<file path="src/rtl/bpu_pkg.sv">
// Branch predictor types
package bpu_pkg;

    localparam int ADDR_WIDTH = 32;                 // Instruction address width

    typedef logic [ADDR_WIDTH-1:0] addr_t;          // Instruction address

    // Direction counter, 0 strongly not-taken up to 3 strongly taken
    typedef logic [1:0] ctr_t;

    localparam ctr_t CTR_RESET = 2'd1;              // Weakly not-taken after reset

    typedef enum logic {
        BR_COND = 1'b0,                             // Conditional branch
        BR_JUMP = 1'b1                              // Unconditional jump
    } br_type_e;

    // Payload stored per target buffer entry
    typedef struct packed {
        br_type_e br_type;
        addr_t    target;
    } ftb_data_t;

    // Fetch query
    typedef struct packed {
        addr_t pc;
    } bpu_query_t;

    // Resolved branch from execute
    typedef struct packed {
        addr_t    pc;
        br_type_e br_type;
        logic     taken;                            // Resolved direction
        addr_t    target;
    } bpu_update_t;

    // Prediction returned to fetch
    typedef struct packed {
        addr_t pc;                                  // Pc of the answered query
        logic  hit;                                 // Target buffer entry matched
        logic  taken;                               // Predicted taken
        addr_t target;                              // Stored target, 0 on a miss
        addr_t next_pc;                             // Next fetch address
    } bpu_pred_t;

endpackage

</file>
<file path="src/rtl/bpu_next_pc.sv">
// Next fetch address selection
`timescale 1ns/10ps

module bpu_next_pc
    import bpu_pkg::*;
(
    input  addr_t     pc_i,                         // Registered query pc
    input  logic      hit_i,
    input  ftb_data_t data_i,
    input  ctr_t      ctr_i,
    output bpu_pred_t pred_o
);

    addr_t seq_pc;
    logic  pred_taken;

    assign seq_pc = pc_i + ADDR_WIDTH'(4);          // One 4-byte instruction per fetch

    // Jumps are always taken, conditionals follow the counter's top bit
    always_comb begin
        pred_taken = 1'b0;
        if (hit_i) begin
            if (data_i.br_type == BR_JUMP) begin
                pred_taken = 1'b1;
            end else begin
                pred_taken = ctr_i[1];
            end
        end
    end

    always_comb begin
        pred_o.pc      = pc_i;
        pred_o.hit     = hit_i;
        pred_o.taken   = pred_taken;
        pred_o.target  = hit_i ? data_i.target : '0;    // No target on a miss
        pred_o.next_pc = pred_taken ? data_i.target : seq_pc;
    end

endmodule

</file>
<file path="config.mk">
export PLATFORM = sky130hd
export DESIGN_NAME = bpu_next_pc
export DESIGN_NICKNAME = d
export VERILOG_FILES = /design/src/rtl/bpu_pkg.sv /design/src/rtl/bpu_next_pc.sv
export SDC_FILE = /design/constraint.sdc
export NUM_CORES = 1
export LEC_CHECK = 0
export BUFFER_PORTS_ARGS = -buffer_cell sky130_fd_sc_hd__buf_2
export CORE_MARGIN = 4
export CORE_UTILIZATION = 33
export DETAILED_ROUTE_END_ITERATION = 12
export PLACE_DENSITY = 0.85
export SYNTH_ARGS = -nofsm -noshare
export SYNTH_HDL_FRONTEND = slang
export SYNTH_SLANG_ARGS = --single-unit
export TNS_END_PERCENT = 10
</file>
<file path="constraint.sdc">
create_clock -name vclk -period 2.7
set_input_delay 0.54 -clock vclk [all_inputs]
set_output_delay 0.54 -clock vclk [all_outputs]
set_load 0.1 [all_outputs]
</file>
==> out/metrics.cfg <==
[finish]
n_sequential_cell = 0
n_antenna_cell = 0
layout_commonest_cell = buf_2
fin_cells = 470
fillerInstances = 284
clkbuf_count = 0
final_nets = 489
drive_above_1_share = 0.651
multi_input_area_um2 = 1520
layout_common_cells = 125 x buf_2, 57 x buf_4, 33 x and2_1, 33 x buf_12, 27 x nand2_1
areaGrowthSynthToFinish_pct = 132
postLayoutCellArea_um2 = 3440
register_area_um2 = 0

[logic_synthesis]
synth.area.mux_share = 0
avgSynthCellArea_um2 = 6.13
synthXorXnorAreaFrac = 0.0650
synthAdderAreaFrac = 0.00844
yosysUniqueCellTypes = 32
synth_compound_area_frac = 0.200
synth_cells = 242
synth-simple-area-share = 0.489
seq_area_frac_synth = 0
synth_top_family_by_area = simple AND/OR/NAND/NOR gates
synthesis.nets = 311
netlist_area_um2 = 1480
synth_warnings = 0

[worst_setup_path]
cpMostUsedCell = or4_4
cpPeakStageDelay_ns = 0.66
crit_start = pc_i[22]
cpLargestDelayFamily = simple AND/OR/NAND/NOR gates
crit_type = in2out
crit_arrival_ns = 2.40
critPathBufInv = 2
critPathCaptureType = output port
critPathRequiredTime_ns = 2.16
cp_max_fo = 7
startpoint_type = input port
critPathSlowestCell = or4_4
path_cells = buf_6 -> nand4_1 -> or4_4 -> or4_4 -> a31oi_4 -> buf_12

[power]
vdd_drop_max_mv = 0.328
p_leak_nw = 1.63
p_per_area_nw_per_um2 = 376
totalPowerFinal_mw = 1.29

[route]
drtIter0Drc = 71
avgRoutedWirePerCell_um = 16.5
wl_um = 7770
ant_nets = 0
vias_per_cell = 5.24
drc = 0
num_vias = 2462
dr.pass1.iters = 5

[placed_design]
port_buffers = 165
place.gp.congestion = 0.883
place_inst = 467
place_ws_ns = -0.360
dp_hpwl_um = 6160
place_area_um2 = 3210

[min_path]
hp-class = in2out
hold_depth = 2
hold_start = pc_i[1]
min_to = pred_o[67]

[grt]
grt_antenna_before_repair = 0
grt_pass1_vias = 2332
grt_overflow = 0
grt_max_degree = 34
track_usage = 0.247
grt_pass1_wl_um = 11200

[job]
cap_violations = 0

[die]
num_rows = 24
fp.dieW_um = 75.0
initial_utilization = 0.341
num_io_pins = 166
dieArea_um2 = 5630
core_region_area_um2 = 4350
die_h_um = 75.0

[timing]
max_freq_ghz = 0.340
fin_setup_tns_ns = -2.13
slew_headroom = 0.483
setup_ws_ns = -0.243
rsz0062_at_grt = yes
setup_viol = 13
min_period_ns = 2.94
maxSlewViolCount = 0
layout_worst_path_cycle_share = 1.09
tightestPinTransition_ns = 0.775
hold_viol = 0

[run_status]
violations = negative setup slack
status = finished with violations

[clock_network]
holdBufCountCts = 0

-- layer usage --
layer / vias to the layer above / GRT usage / wire (um)
met5: - / 0 / 0
met4: 0 / 0.0553 / 148
met3: 16 / 0.0107 / 397
met2: 98 / 0.491 / 4360
met1: 1154 / 0.286 / 2860
li1: 1194 / - / -
-- timing repair --
action,4_1_cts,5_1_grt
pin swaps,22,9
buffers inserted,0,3
setup endpoints to repair,16,16
gates resized for setup,26,12
gates cloned,1,0
-- where the power goes --
part,switching (mW),total (mW),internal (mW)
clock,0,0,0
sequential,0,0,0
combinational,0.936,1.29,0.356
total,0.936,1.29,0.356
-- per-stage QoR --
| step | utilization | hold slack, ns |
|---|---|---|
| final | 0.789 | 1.47 |
| after global routing | 0.789 | 1.47 |
| after CTS | 0.772 | 1.47 |
| after detailed placement | 0.737 | 1.47 |
| after global placement | 0.737 | 1.46 |
| after floorplan | - | 1.29 |
-- logic make-up after synthesis --
group	Yosys count
and+or+nand+nor	126
AOI/OAI and AO/OA	47
adders and majority gates	1
xor gates and xnor gates	11
buffers and inverters	57
-- worst max path at each step --
stage,endpoint,slack [ns],depth (start not counted)
floorplan,pred_o[18],-0.48,5
global placement,pred_o[26],-0.32,7
detailed placement,pred_o[22],-0.36,7
CTS,pred_o[22],-0.26,7
global route,pred_o[22],-0.28,7
finish,pred_o[26],-0.24,6
-- cell type report --
class,instances,area share
timing repair buffer,224,0.529
tap,52,0.0189
multi-input combinational,186,0.443
inverter,8,0.00874
-- synthesized netlist by cell type, types with 7 or more instances --
cell type / n / area [um^2]
buf_4: 34 / 255
and2_1: 33 / 206
nand2_1: 27 / 101
nor2_1: 20 / 75.1
a31oi_1: 17 / 106
o21ai_0: 16 / 80.1
clkbuf_1: 12 / 45.0
inv_1: 8 / 30.0
nand3_1: 8 / 40.0
nand4_1: 8 / 50.1
or4_1: 8 / 60.1
o31ai_1: 7 / 52.6
Note: power is estimated with default switching activity, not from simulation.
