### src/rtl/bpu_pkg.sv
// Branch predictor types
package bpu_pkg;

    localparam int ADDR_WIDTH = 32;                 // Instruction address width

    typedef logic [ADDR_WIDTH-1:0] addr_t;          // Instruction address

    // Direction counter, 0 strongly not-taken up to 3 strongly taken
    typedef logic [1:0] ctr_t;

    localparam ctr_t CTR_RESET = 2'd1;              // Weakly not-taken after reset

    typedef enum logic {
        BR_COND = 1'b0,                             // Conditional branch
        BR_JUMP = 1'b1                              // Unconditional jump
    } br_type_e;

    // Payload stored per target buffer entry
    typedef struct packed {
        br_type_e br_type;
        addr_t    target;
    } ftb_data_t;

    // Fetch query
    typedef struct packed {
        addr_t pc;
    } bpu_query_t;

    // Resolved branch from execute
    typedef struct packed {
        addr_t    pc;
        br_type_e br_type;
        logic     taken;                            // Resolved direction
        addr_t    target;
    } bpu_update_t;

    // Prediction returned to fetch
    typedef struct packed {
        addr_t pc;                                  // Pc of the answered query
        logic  hit;                                 // Target buffer entry matched
        logic  taken;                               // Predicted taken
        addr_t target;                              // Stored target, 0 on a miss
        addr_t next_pc;                             // Next fetch address
    } bpu_pred_t;

endpackage

### src/rtl/pht.sv
// Direction counter table
`timescale 1ns/10ps

module pht
    import bpu_pkg::*;
#(
    parameter int PHT_DEPTH = 256
) (
    input  logic        clk,
    input  logic        arst_n_i,

    // Query stream
    input  bpu_query_t  query_i,

    // Update stream
    input  logic        update_valid_i,
    input  bpu_update_t update_i,

    // Counter at the query index, one cycle later
    output ctr_t        ctr_o
);

    localparam int IDX_BITS = $clog2(PHT_DEPTH);

    typedef logic [IDX_BITS-1:0] idx_t;

    ctr_t ctr_q [PHT_DEPTH];
    idx_t query_idx;
    idx_t update_idx;
    ctr_t cur_ctr;
    ctr_t next_ctr;
    logic update_en;

    assign query_idx  = query_i.pc[IDX_BITS+1:2];
    assign update_idx = update_i.pc[IDX_BITS+1:2];
    assign update_en  = update_valid_i && (update_i.br_type == BR_COND);  // Jumps leave counters alone

    assign cur_ctr = ctr_q[update_idx];

    // Saturating step toward the resolved direction
    always_comb begin
        next_ctr = cur_ctr;
        if (update_i.taken) begin
            if (cur_ctr != 2'd3) begin
                next_ctr = cur_ctr + 2'd1;
            end
        end else begin
            if (cur_ctr != 2'd0) begin
                next_ctr = cur_ctr - 2'd1;
            end
        end
    end

    always_ff @(posedge clk or negedge arst_n_i) begin
        if (!arst_n_i) begin
            for (int i = 0; i < PHT_DEPTH; i++) begin
                ctr_q[i] <= CTR_RESET;
            end
            ctr_o <= CTR_RESET;
        end else begin
            ctr_o <= ctr_q[query_idx];              // Sees the value before this edge's update
            if (update_en) begin
                ctr_q[update_idx] <= next_ctr;
            end
        end
    end

endmodule

### config.mk
export PLATFORM = sky130hd
export DESIGN_NAME = pht
export DESIGN_NICKNAME = d
export VERILOG_FILES = /design/src/rtl/bpu_pkg.sv /design/src/rtl/pht.sv
export SDC_FILE = /design/constraint.sdc
export NUM_CORES = 1
export LEC_CHECK = 0
export BUFFER_PORTS_ARGS = -buffer_cell sky130_fd_sc_hd__buf_2
export CAP_MARGIN = 20
export CORE_ASPECT_RATIO = 0.9
export CORE_MARGIN = 2
export CORE_UTILIZATION = 40
export DETAILED_ROUTE_END_ITERATION = 8
export HOLD_SLACK_MARGIN = 0.15
export PLACE_DENSITY_LB_ADDON = 0.25
export SLEW_MARGIN = 15
export SYNTH_ARGS = -nofsm -noshare
export SYNTH_HDL_FRONTEND = slang
export SYNTH_SLANG_ARGS = --single-unit
### constraint.sdc
create_clock -name clk -period 4.1 [get_ports clk]
set_input_delay 0.205 -clock clk [delete_from_list [all_inputs] [get_ports clk]]
set_output_delay 0.205 -clock clk [all_outputs]
set_load 0.01 [all_outputs]
==> results.txt <==
Leak = 0.0118 uW
Maximum VDD drop = 278 uV
Gpl congestion = 0.842
Least-Margin Pin Slew = 1.19 ns
RSZ-0062 raised after global routing = no
Yosys warnings = 0
Clk_skew = 0.0285 ns
Period utilization = 0.913
H-tree depth reported by CTS = 2
Pwr/cell area = 376 mW/mm^2
Antenna violations before repair = 1
Clock period minus worst slack = 3.74 ns
Number of synthesized flops with an enable pin = 0
Hold Path Class = input pin to flop
Ys async rst share = 1.00
Required time worst endpoint = 4.62 ns
FP Rows = 93
Post-CTS Setup Inserts = 0
Final #Nets = 2,424
Clk Latency, worst-skew pair = 0.63 ns
Worst R2R Setup Slack = 0.36 ns
Die area = 0.0749 mm^2
Core ar. = 0.0718 mm^2
Final Hold Fails = 0
Post-Synthesis Cells = 2,411
Worst R2R Path Depth = 10
Final TNS setup = 0 ns
Synth Net Count = 2,512
Post-route DRC = 0
Detailed Routing Iterations Pass 1 = 8
ANT cells = 0
CTS tree = done
Worst hold path endpoint = ctr_q[58]$_DFFE_PN1P_
Worst-path clk slew = 0.06 ns
HP Start = update_i[43]
Pwr Total = 12,300 uW
Routed Antenna Nets = 0
DR iter-0 viols = 2,351
Hold Path Depth = 3
Ys flop type = dfstp_2
Final Max Slew Viols = 0
TritonCTS buffer count = 59
CTS max path bufs = 3
GRT Residual Overflow = 0
Commonest non-fill, non-tap cell in the layout = mux4_2
# IOs = 103
Worst-path fanout max = 58
Crit path DAT = 4.26 ns
DIE WIDTH = 288 um
Vias/cell = 6.59
DR vias = 21,900
Number of library cell types mapped by synthesis = 29
Most frequent cells in the layout = 298 x mux4_2, 288 x a21oi_1, 257 x dfstp_2, 257 x dfrtp_1, 256 x o21ai_0
Max-Slew Margin vs Limit = 0.208
Vias in the first global route = 21,600
Setup violators final = 0
Setup WS pre-CTS = 0.0146 ns
Worst Path Class, Setup = flop to flop
Synth Area per Inst = 12.1 um^2
Share of layout cells above drive strength 1 = 0.399
Sequential area share after synthesis = 0.453
Yosys reg bits = 514
Pin count of the biggest net entering global routing = 117
Detailed placer's ending HPWL = 52.5 mm
Average wire per standard cell = 25.9 um
CP Capture Type = flop
Max-cap violation count = 0
Starting Density = 0.405
Reg2reg end = ctr_q[82]$_DFFE_PN1P_
Max frequency = 0.267 GHz
Fillcell total = 6,412
Reg-to-reg startpoint = ctr_q[64]$_DFFE_PN1P_
Outcome = finished clean
Min setup slack post-route = 0.355 ns
Total GRT Usage = 0.230
Port buffer count = 22
Global-route wire length before repair = 133 mm
Clock sink count = 514
Die Height = 260 um
Crit start category = flop
Area grow syn2layout = 12.7%
Drt total wl = 85.8 mm
Netlist Area Pre-Place = 0.0291 mm^2
Root Buffer = clkbuf_16
worst max-delay path: stages (launching register included):
cell and delay, ns:
dfstp_2 0.37, mux4_2 0.45, a22oi_1 0.27, a21oi_1 0.14
nor4_1 0.46, buf_4 0.20, nor2_1 0.06, or4_1 0.55
maj3_4 0.45, buf_12 0.24, o31ai_1 0.36
kinds of logic (layout without fill, tap and decap cells):
| kind of cell | after synthesis | in the layout | share of synthesized area |
|---|---|---|---|
| AO/OA/AOI/OAI | 1086 | 1086 | 0.240 |
| flip-flops | 514 | 514 | 0.453 |
| buffers and inverters | 314 | 273 | 0.0468 |
| multiplexers | 298 | 298 | 0.231 |
| AND/OR/NAND/NOR | 197 | 197 | 0.0289 |
| adder cells (fa/ha/maj) | 2 | 2 | 0.000731 |
power breakdown:
| part | leakage (uW) | switching (uW) | total (uW) | internal (uW) |
|---|---|---|---|---|
| clock network | 0.000975 | 2190 | 5400 | 3210 |
| registers | 0.00620 | 140 | 5480 | 5330 |
| logic | 0.00466 | 870 | 1440 | 573 |
routing by layer:
layer | vias to the layer above | GRT usage | wire [um]
li1 | 9453 | - | -
met1 | 11300 | 0.331 | 37000
met2 | 1004 | 0.359 | 40000
met3 | 148 | 0.0437 | 7010
met4 | 2 | 0.0609 | 1850
met5 | - | 0 | 11
worst max-delay path by stage:
stage | from | to | cells past startpoint
floorplan | update_i[36] | ctr_q[140]$_DFFE_PN1P_ | 13
global placement | update_i[36] | ctr_q[20]$_DFFE_PN1P_ | 12
detailed placement | update_i[36] | ctr_q[502]$_DFFE_PN1P_ | 12
CTS | ctr_q[128]$_DFFE_PN1P_ | ctr_q[26]$_DFFE_PN1P_ | 10
global route | ctr_q[128]$_DFFE_PN1P_ | ctr_q[502]$_DFFE_PN1P_ | 10
finish | ctr_q[64]$_DFFE_PN1P_ | ctr_q[82]$_DFFE_PN1P_ | 10
repair_timing:
| item | in CTS | in global routing |
|---|---|---|
| endpoints found under the hold margin | 100 | 0 |
| resized for setup | 0 | 0 |
| hold buffers | 4 | 0 |
flip-flops by register name, summed over array words and instances (netlist names):
name   flops
ctr_q    512
ctr_o      2
through the flow:
stage	area, um^2	cells	hold WS, ns	utilization
6_report	32800	3320	0.214	0.457
5_1_grt	32800	3320	0.212	0.457
4_1_cts	32600	3315	0.186	0.455
3_5_place_dp	30600	3203	0.365	0.427
3_3_place_gp	30600	3203	0.353	0.427
2_1_floorplan	29100	2411	-0.0906	-
synth_stat cells (53+ instances only):
cell type | instances | area (um^2)
o31ai_1 | 124 | 931
dfstp_2 | 257 | 6750
nor2_1 | 53 | 199
a21oi_1 | 288 | 1440
nand2_1 | 98 | 368
mux4_2 | 298 | 6710
clkbuf_1 | 230 | 863
o31ai_2 | 100 | 1250
a31oi_1 | 253 | 1580
o21ai_0 | 256 | 1280
a22oi_1 | 64 | 480
dfrtp_1 | 257 | 6430
cell type report:
class / count / area [um^2] / area share
flip-flops and latches: 514 / 13200 / 0.402
clock buffers: 87 / 1730 / 0.0526
repair buffers: 164 / 1720 / 0.0523
well taps: 950 / 1190 / 0.0363
clock inverters: 21 / 248 / 0.00756
inverters: 1 / 3.75 / 0.000114
multi-input cells: 1583 / 14700 / 0.449
Power figures use the tool's default switching activity.
