## src/rtl/bpu_pkg.sv

```systemverilog
// Branch predictor types
package bpu_pkg;

    localparam int ADDR_WIDTH = 32;                 // Instruction address width

    typedef logic [ADDR_WIDTH-1:0] addr_t;          // Instruction address

    // Direction counter, 0 strongly not-taken up to 3 strongly taken
    typedef logic [1:0] ctr_t;

    localparam ctr_t CTR_RESET = 2'd1;              // Weakly not-taken after reset

    typedef enum logic {
        BR_COND = 1'b0,                             // Conditional branch
        BR_JUMP = 1'b1                              // Unconditional jump
    } br_type_e;

    // Payload stored per target buffer entry
    typedef struct packed {
        br_type_e br_type;
        addr_t    target;
    } ftb_data_t;

    // Fetch query
    typedef struct packed {
        addr_t pc;
    } bpu_query_t;

    // Resolved branch from execute
    typedef struct packed {
        addr_t    pc;
        br_type_e br_type;
        logic     taken;                            // Resolved direction
        addr_t    target;
    } bpu_update_t;

    // Prediction returned to fetch
    typedef struct packed {
        addr_t pc;                                  // Pc of the answered query
        logic  hit;                                 // Target buffer entry matched
        logic  taken;                               // Predicted taken
        addr_t target;                              // Stored target, 0 on a miss
        addr_t next_pc;                             // Next fetch address
    } bpu_pred_t;

endpackage

```

## src/rtl/bpu_bram.sv

```systemverilog
// Simple dual-port block memory
`timescale 1ns/10ps

module bpu_bram #(
    parameter int DATA_WIDTH = 32,
    parameter int ADDR_BITS  = 6
) (
    input  logic                  clk,

    // Read port, always enabled
    input  logic [ADDR_BITS-1:0]  rd_addr_i,
    output logic [DATA_WIDTH-1:0] rd_data_o,

    // Write port
    input  logic                  wr_en_i,
    input  logic [ADDR_BITS-1:0]  wr_addr_i,
    input  logic [DATA_WIDTH-1:0] wr_data_i
);

    localparam int DEPTH = 1 << ADDR_BITS;

    logic [DATA_WIDTH-1:0] mem [DEPTH];

    // Read-first: a write to the read address shows up one cycle later
    always_ff @(posedge clk) begin
        rd_data_o <= mem[rd_addr_i];
        if (wr_en_i) begin
            mem[wr_addr_i] <= wr_data_i;
        end
    end

endmodule

```

## src/rtl/ftb.sv

```systemverilog
// Branch target buffer
`timescale 1ns/10ps

module ftb
    import bpu_pkg::*;
#(
    parameter int FTB_DEPTH = 64
) (
    input  logic        clk,
    input  logic        arst_n_i,

    // Query stream
    input  logic        query_valid_i,
    input  bpu_query_t  query_i,

    // Update stream
    input  logic        update_valid_i,
    input  bpu_update_t update_i,

    // Lookup result, one cycle after the query
    output logic        hit_o,
    output ftb_data_t   data_o,
    output addr_t       pc_o
);

    localparam int IDX_BITS = $clog2(FTB_DEPTH);
    localparam int TAG_BITS = ADDR_WIDTH - IDX_BITS - 2;

    typedef logic [IDX_BITS-1:0] idx_t;
    typedef logic [TAG_BITS-1:0] tag_t;

    // Memory word, tag kept next to the payload
    typedef struct packed {
        tag_t      tag;
        ftb_data_t data;
    } entry_t;

    idx_t                 query_idx;
    idx_t                 update_idx;
    tag_t                 query_tag_q;
    entry_t               wr_entry;
    entry_t               rd_entry;
    logic [FTB_DEPTH-1:0] valid_q;                  // Per-entry valid bits
    logic                 entry_valid_q;            // Valid bit read at query index
    logic                 query_valid_q;
    addr_t                query_pc_q;

    assign query_idx  = query_i.pc[IDX_BITS+1:2];
    assign update_idx = update_i.pc[IDX_BITS+1:2];

    assign wr_entry.tag          = update_i.pc[ADDR_WIDTH-1:IDX_BITS+2];
    assign wr_entry.data.br_type = update_i.br_type;
    assign wr_entry.data.target  = update_i.target;

    bpu_bram #(
        .DATA_WIDTH ($bits(entry_t)),
        .ADDR_BITS  (IDX_BITS)
    ) u_bram (
        .clk        (clk),
        .rd_addr_i  (query_idx),
        .rd_data_o  (rd_entry),
        .wr_en_i    (update_valid_i),
        .wr_addr_i  (update_idx),
        .wr_data_i  (wr_entry)
    );

    // Valid bits live in flops so reset can clear them
    always_ff @(posedge clk or negedge arst_n_i) begin
        if (!arst_n_i) begin
            valid_q       <= '0;
            entry_valid_q <= 1'b0;
            query_valid_q <= 1'b0;
        end else begin
            entry_valid_q <= valid_q[query_idx];    // Old value on a same-edge update
            query_valid_q <= query_valid_i;
            if (update_valid_i) begin
                valid_q[update_idx] <= 1'b1;
            end
        end
    end

    always_ff @(posedge clk) begin
        query_pc_q <= query_i.pc;
    end

    assign query_tag_q = query_pc_q[ADDR_WIDTH-1:IDX_BITS+2];

    assign hit_o  = query_valid_q && entry_valid_q && (rd_entry.tag == query_tag_q);
    assign data_o = rd_entry.data;
    assign pc_o   = query_pc_q;

endmodule

```

## config.mk

```make
export PLATFORM = sky130hd
export DESIGN_NAME = ftb
export DESIGN_NICKNAME = d
export VERILOG_FILES = /design/src/rtl/bpu_pkg.sv /design/src/rtl/bpu_bram.sv /design/src/rtl/ftb.sv
export SDC_FILE = /design/constraint.sdc
export NUM_CORES = 2
export LEC_CHECK = 0
export ABC_AREA = 1
export BUFFER_PORTS_ARGS = -buffer_cell sky130_fd_sc_hd__buf_2
export CAP_MARGIN = 20
export CORE_AREA = 4 4 619 621
export CTS_BUF_LIST = sky130_fd_sc_hd__clkbuf_2 sky130_fd_sc_hd__clkbuf_4 sky130_fd_sc_hd__clkbuf_8
export DETAILED_ROUTE_END_ITERATION = 10
export DIE_AREA = 0 0 623 625
export GPL_ROUTABILITY_DRIVEN = 0
export PLACE_DENSITY_LB_ADDON = 0.25
export SETUP_SLACK_MARGIN = 0.02
export SKIP_LAST_GASP = 1
export SYNTH_ARGS = -nofsm -noshare
export SYNTH_HDL_FRONTEND = slang
export SYNTH_SLANG_ARGS = --single-unit
export TNS_END_PERCENT = 10
```

## constraint.sdc

```tcl
create_clock -name clk -period 1.4 [get_ports clk]
set_clock_uncertainty 0.05 [all_clocks]
set_input_delay 0.14 -clock clk [delete_from_list [all_inputs] [get_ports clk]]
set_output_delay 0.14 -clock clk [all_outputs]
set_load 0.02 [all_outputs]
```

==> impl_metrics.toml <==
[setup_path]
slowest_delay_ps = 500
cp_cell_sequence = "inv_1 -> nand2_1 -> o21ai_0 -> nor2_1 -> nand2_1 -> nor2_2 -> buf_6 -> nand3_4 -> nor2_4 -> buf_6"
critical_path.top_delay_family = "simple AND/OR/NAND/NOR gates"
critical_path.slowest_cell = "dfxtp_2"
path_buf_inv = 3
cp.arrival_ps = 3130
critPathRequiredTime_ps = 1210
cp_num_cells = 10
crit_type = "flop to primary output"
end_kind = "primary output"
start_kind = "flop"
crit_fanout = 2
ff2ff_path_depth = 9

[placement]
dp_hpwl_um = 328000
port_buffers = 164

[run]
drv_cap = 0

[power_and_ir_drop]
p_leak_nw = 68.6
pwr_density_cell_nw_per_um2 = 1310
peakVddDrop_mv = 1.04

[clock_tree]
cts_sinks = 3803
cts_buffers = 635
cts_tree = "yes"
cts.path.max_buffers = 4
cts_max_level = 6
clk_transition_reported_paths_ps = 60
clk-insertion-delay-late_ps = 1230
cts_root_buf = "clkbuf_8"

[synth]
yosysSeqAreaShare_pct = 75.0
synthSimpleGateAreaFrac_pct = 22.2
ys_seq_elements = 3803
synthMuxAreaShare_pct = 0
synthAdderAreaFrac_pct = 0
avgSynthCellArea_sq_um = 12.1
synth_fp_nets = 12500
netlist_area_sq_um = 151000
ys_types = 23
synth_warnings = 0
synth_top_family_by_area = "simple AND/OR/NAND/NOR gates"
synth_cells = 12400
synth_xor_area_share_pct = 0.0233
synth_compound_area_share_pct = 0.0747

[status]
status = "complete, but fails checks"
violations = "setup timing"

[worst_hold_path]
whs_path_depth = 11
hold_class = "input pin to flop"

[timing]
tns_ps = -74270
finalCritPeriodShare_pct = 237
hold_ws_ps = 18.4
maxSlewHeadroom_pct = 19.3
setup_violations = 293
tightest_slew_ps = 1210
fin_crit_ps = 3320
setup_ws_ps = -1920
finalHoldViolCount = 0
final-max-slew-violation-count = 0
rsz0062_at_grt = "true"
max_freq_mhz = 301

[route]
num_vias = 106000
remaining_drc_errors = 0
ant_nets = 0
avgViaCountPerCell = 5.48
wl_per_cell_um = 26.9
drt_iter0_drc = 13300
route.final.wire_length_um = 522000
drt-pass1-iter-count = 7

[cells_and_area]
area_growth_pct = 24.2
fin_util_pct = 49.5
layout-drive-gt1-share_pct = 18.7
layout.nets = 14000

[floorplan]
die_y_um = 625
dieArea_sq_um = 389000
ios = 168
core_area_sq_um = 378000
rows = 226
die_x_um = 623
initial_core_util_pct = 39.9

[global_routing]
grt_usage_pct = 26.0
overflow = 0
antenna_found_initial = 31
grt_start_max_net_pins = 67
grt_pass1_wl_um = 739000
grt_pass1_vias = 102000
per-layer routing:
layer	global-route usage, %	vias up	part of all wire, %
met1	35.3	53000	40
li1	-	47200	-
met4	10.3	8	4.4
met5	0	-	0.010
met2	42.2	5272	47
met3	4.09	955	8.3
flip-flops by register name, summed over array words and instances, names as in the netlist:
signal            flops
pc_o                 32
valid_q              64
query_valid_q         1
entry_valid_q         1
u_bram.rd_data_o     57
u_bram.mem         3648
worst reg2reg max path: stages, from the launching register on:
cell,delay [ps]
edfxtp_1,370
nand2_1,90
nand3_1,90
nand3_1,90
nand3_1,120
nand3_1,90
nand2_1,80
nand2_1,90
nand2_1,190
buf_12,200
synth_stat cells:
| cell type | n | area share [%] |
|---|---|---|
| o22ai_1 | 7 | 0.029 |
| clkinv_1 | 3 | 0.0075 |
| xor2_1 | 4 | 0.023 |
| o211ai_1 | 1 | 0.0050 |
| nor4_1 | 9 | 0.037 |
| buf_2 | 546 | 1.8 |
| dfxtp_1 | 89 | 1.2 |
| nand2_1 | 4104 | 10 |
| o21ai_0 | 5 | 0.017 |
| buf_4 | 36 | 0.18 |
| nor3_1 | 6 | 0.020 |
| a22o_1 | 3 | 0.017 |
| nand3_1 | 3448 | 11 |
| a21oi_1 | 2 | 0.0066 |
| inv_1 | 25 | 0.062 |
| clkbuf_1 | 155 | 0.39 |
| or2_2 | 64 | 0.27 |
| nand4_1 | 5 | 0.021 |
| buf_1 | 109 | 0.27 |
| edfxtp_1 | 3648 | 73 |
| dfrtp_1 | 66 | 1.1 |
| inv_2 | 4 | 0.010 |
| nor2_1 | 67 | 0.17 |
stage by stage:
stage	area (sq um)	setup WS, ps	power [mW]	std cells
6_report	187000	-1920	245	19400
3_5_place_dp	171000	-2480	147	18000
2_1_floorplan	151000	-2080	137	12400
5_1_grt	187000	-2050	253	19400
3_3_place_gp	171000	-2580	147	18000
4_1_cts	186000	-1960	246	19400
timing repair:
| action | 4_1_cts | 5_1_grt |
|---|---|---|
| hold endpoints to repair | 7478 | 651 |
| gates resized for setup | 63 | 184 |
| endpoints found under the setup margin | 83 | 579 |
| setup buffers | 1 | 1 |
| hold buffers | 189 | 22 |
| pin swaps | 5 | 1 |
cells by family after synthesis:
family | count (synthesis)
compound gates | 18
xor+xnor | 4
buf+inv | 878
flops | 3803
simple gates | 7703
layout make-up:
type	count	area, sq um
Clock inverter	248	1720
Clock buffer	904	10900
Tap cell	5016	6280
Timing Repair Buffer	1670	20600
Sequential cell	3803	113000
Fill cell	33000	191000
Antenna cell	16	40.0
Inverter	32	171
Multi-Input combinational cell	7725	34200
final timing paths:
check	end	start	slack, ps
hold reg to reg	valid_q[54]	valid_q[54]	410
max in group asynchronous	entry_valid_q	arst_n_i	740
setup / recovery	hit_o	u_bram.rd_data_o[46]	-1920
min in group asynchronous	valid_q[16]	arst_n_i	170
setup reg to reg	u_bram.rd_data_o[31]	u_bram.mem[59][31]	-170
hold / removal	entry_valid_q	query_i[2]	20
layout by cell type (no fill, tap or decap), drive strengths merged:
cell type / n
inv: 65
nor4: 9
nor2: 67
dlygate4sd3: 199
clkinv: 198
dlymetal6s4s: 2
nand3: 3448
nor3: 6
buf: 1469
o22ai: 7
edfxtp: 3648
or2: 64
a22o: 3
o211ai: 1
xor2: 4
diode: 16
o21ai: 5
nand2: 4104
a21oi: 2
nand4: 5
bufinv: 8
dfxtp: 89
clkinvlp: 9
dfrtp: 66
clkbuf: 904
power breakdown:
part / switching [mW] / internal [mW]
clock: 46.6 / 52.2
sequential: 0.944 / 126
combinational: 12.0 / 6.79
total: 59.6 / 185
Note: power is estimated with default switching activity, not from simulation.
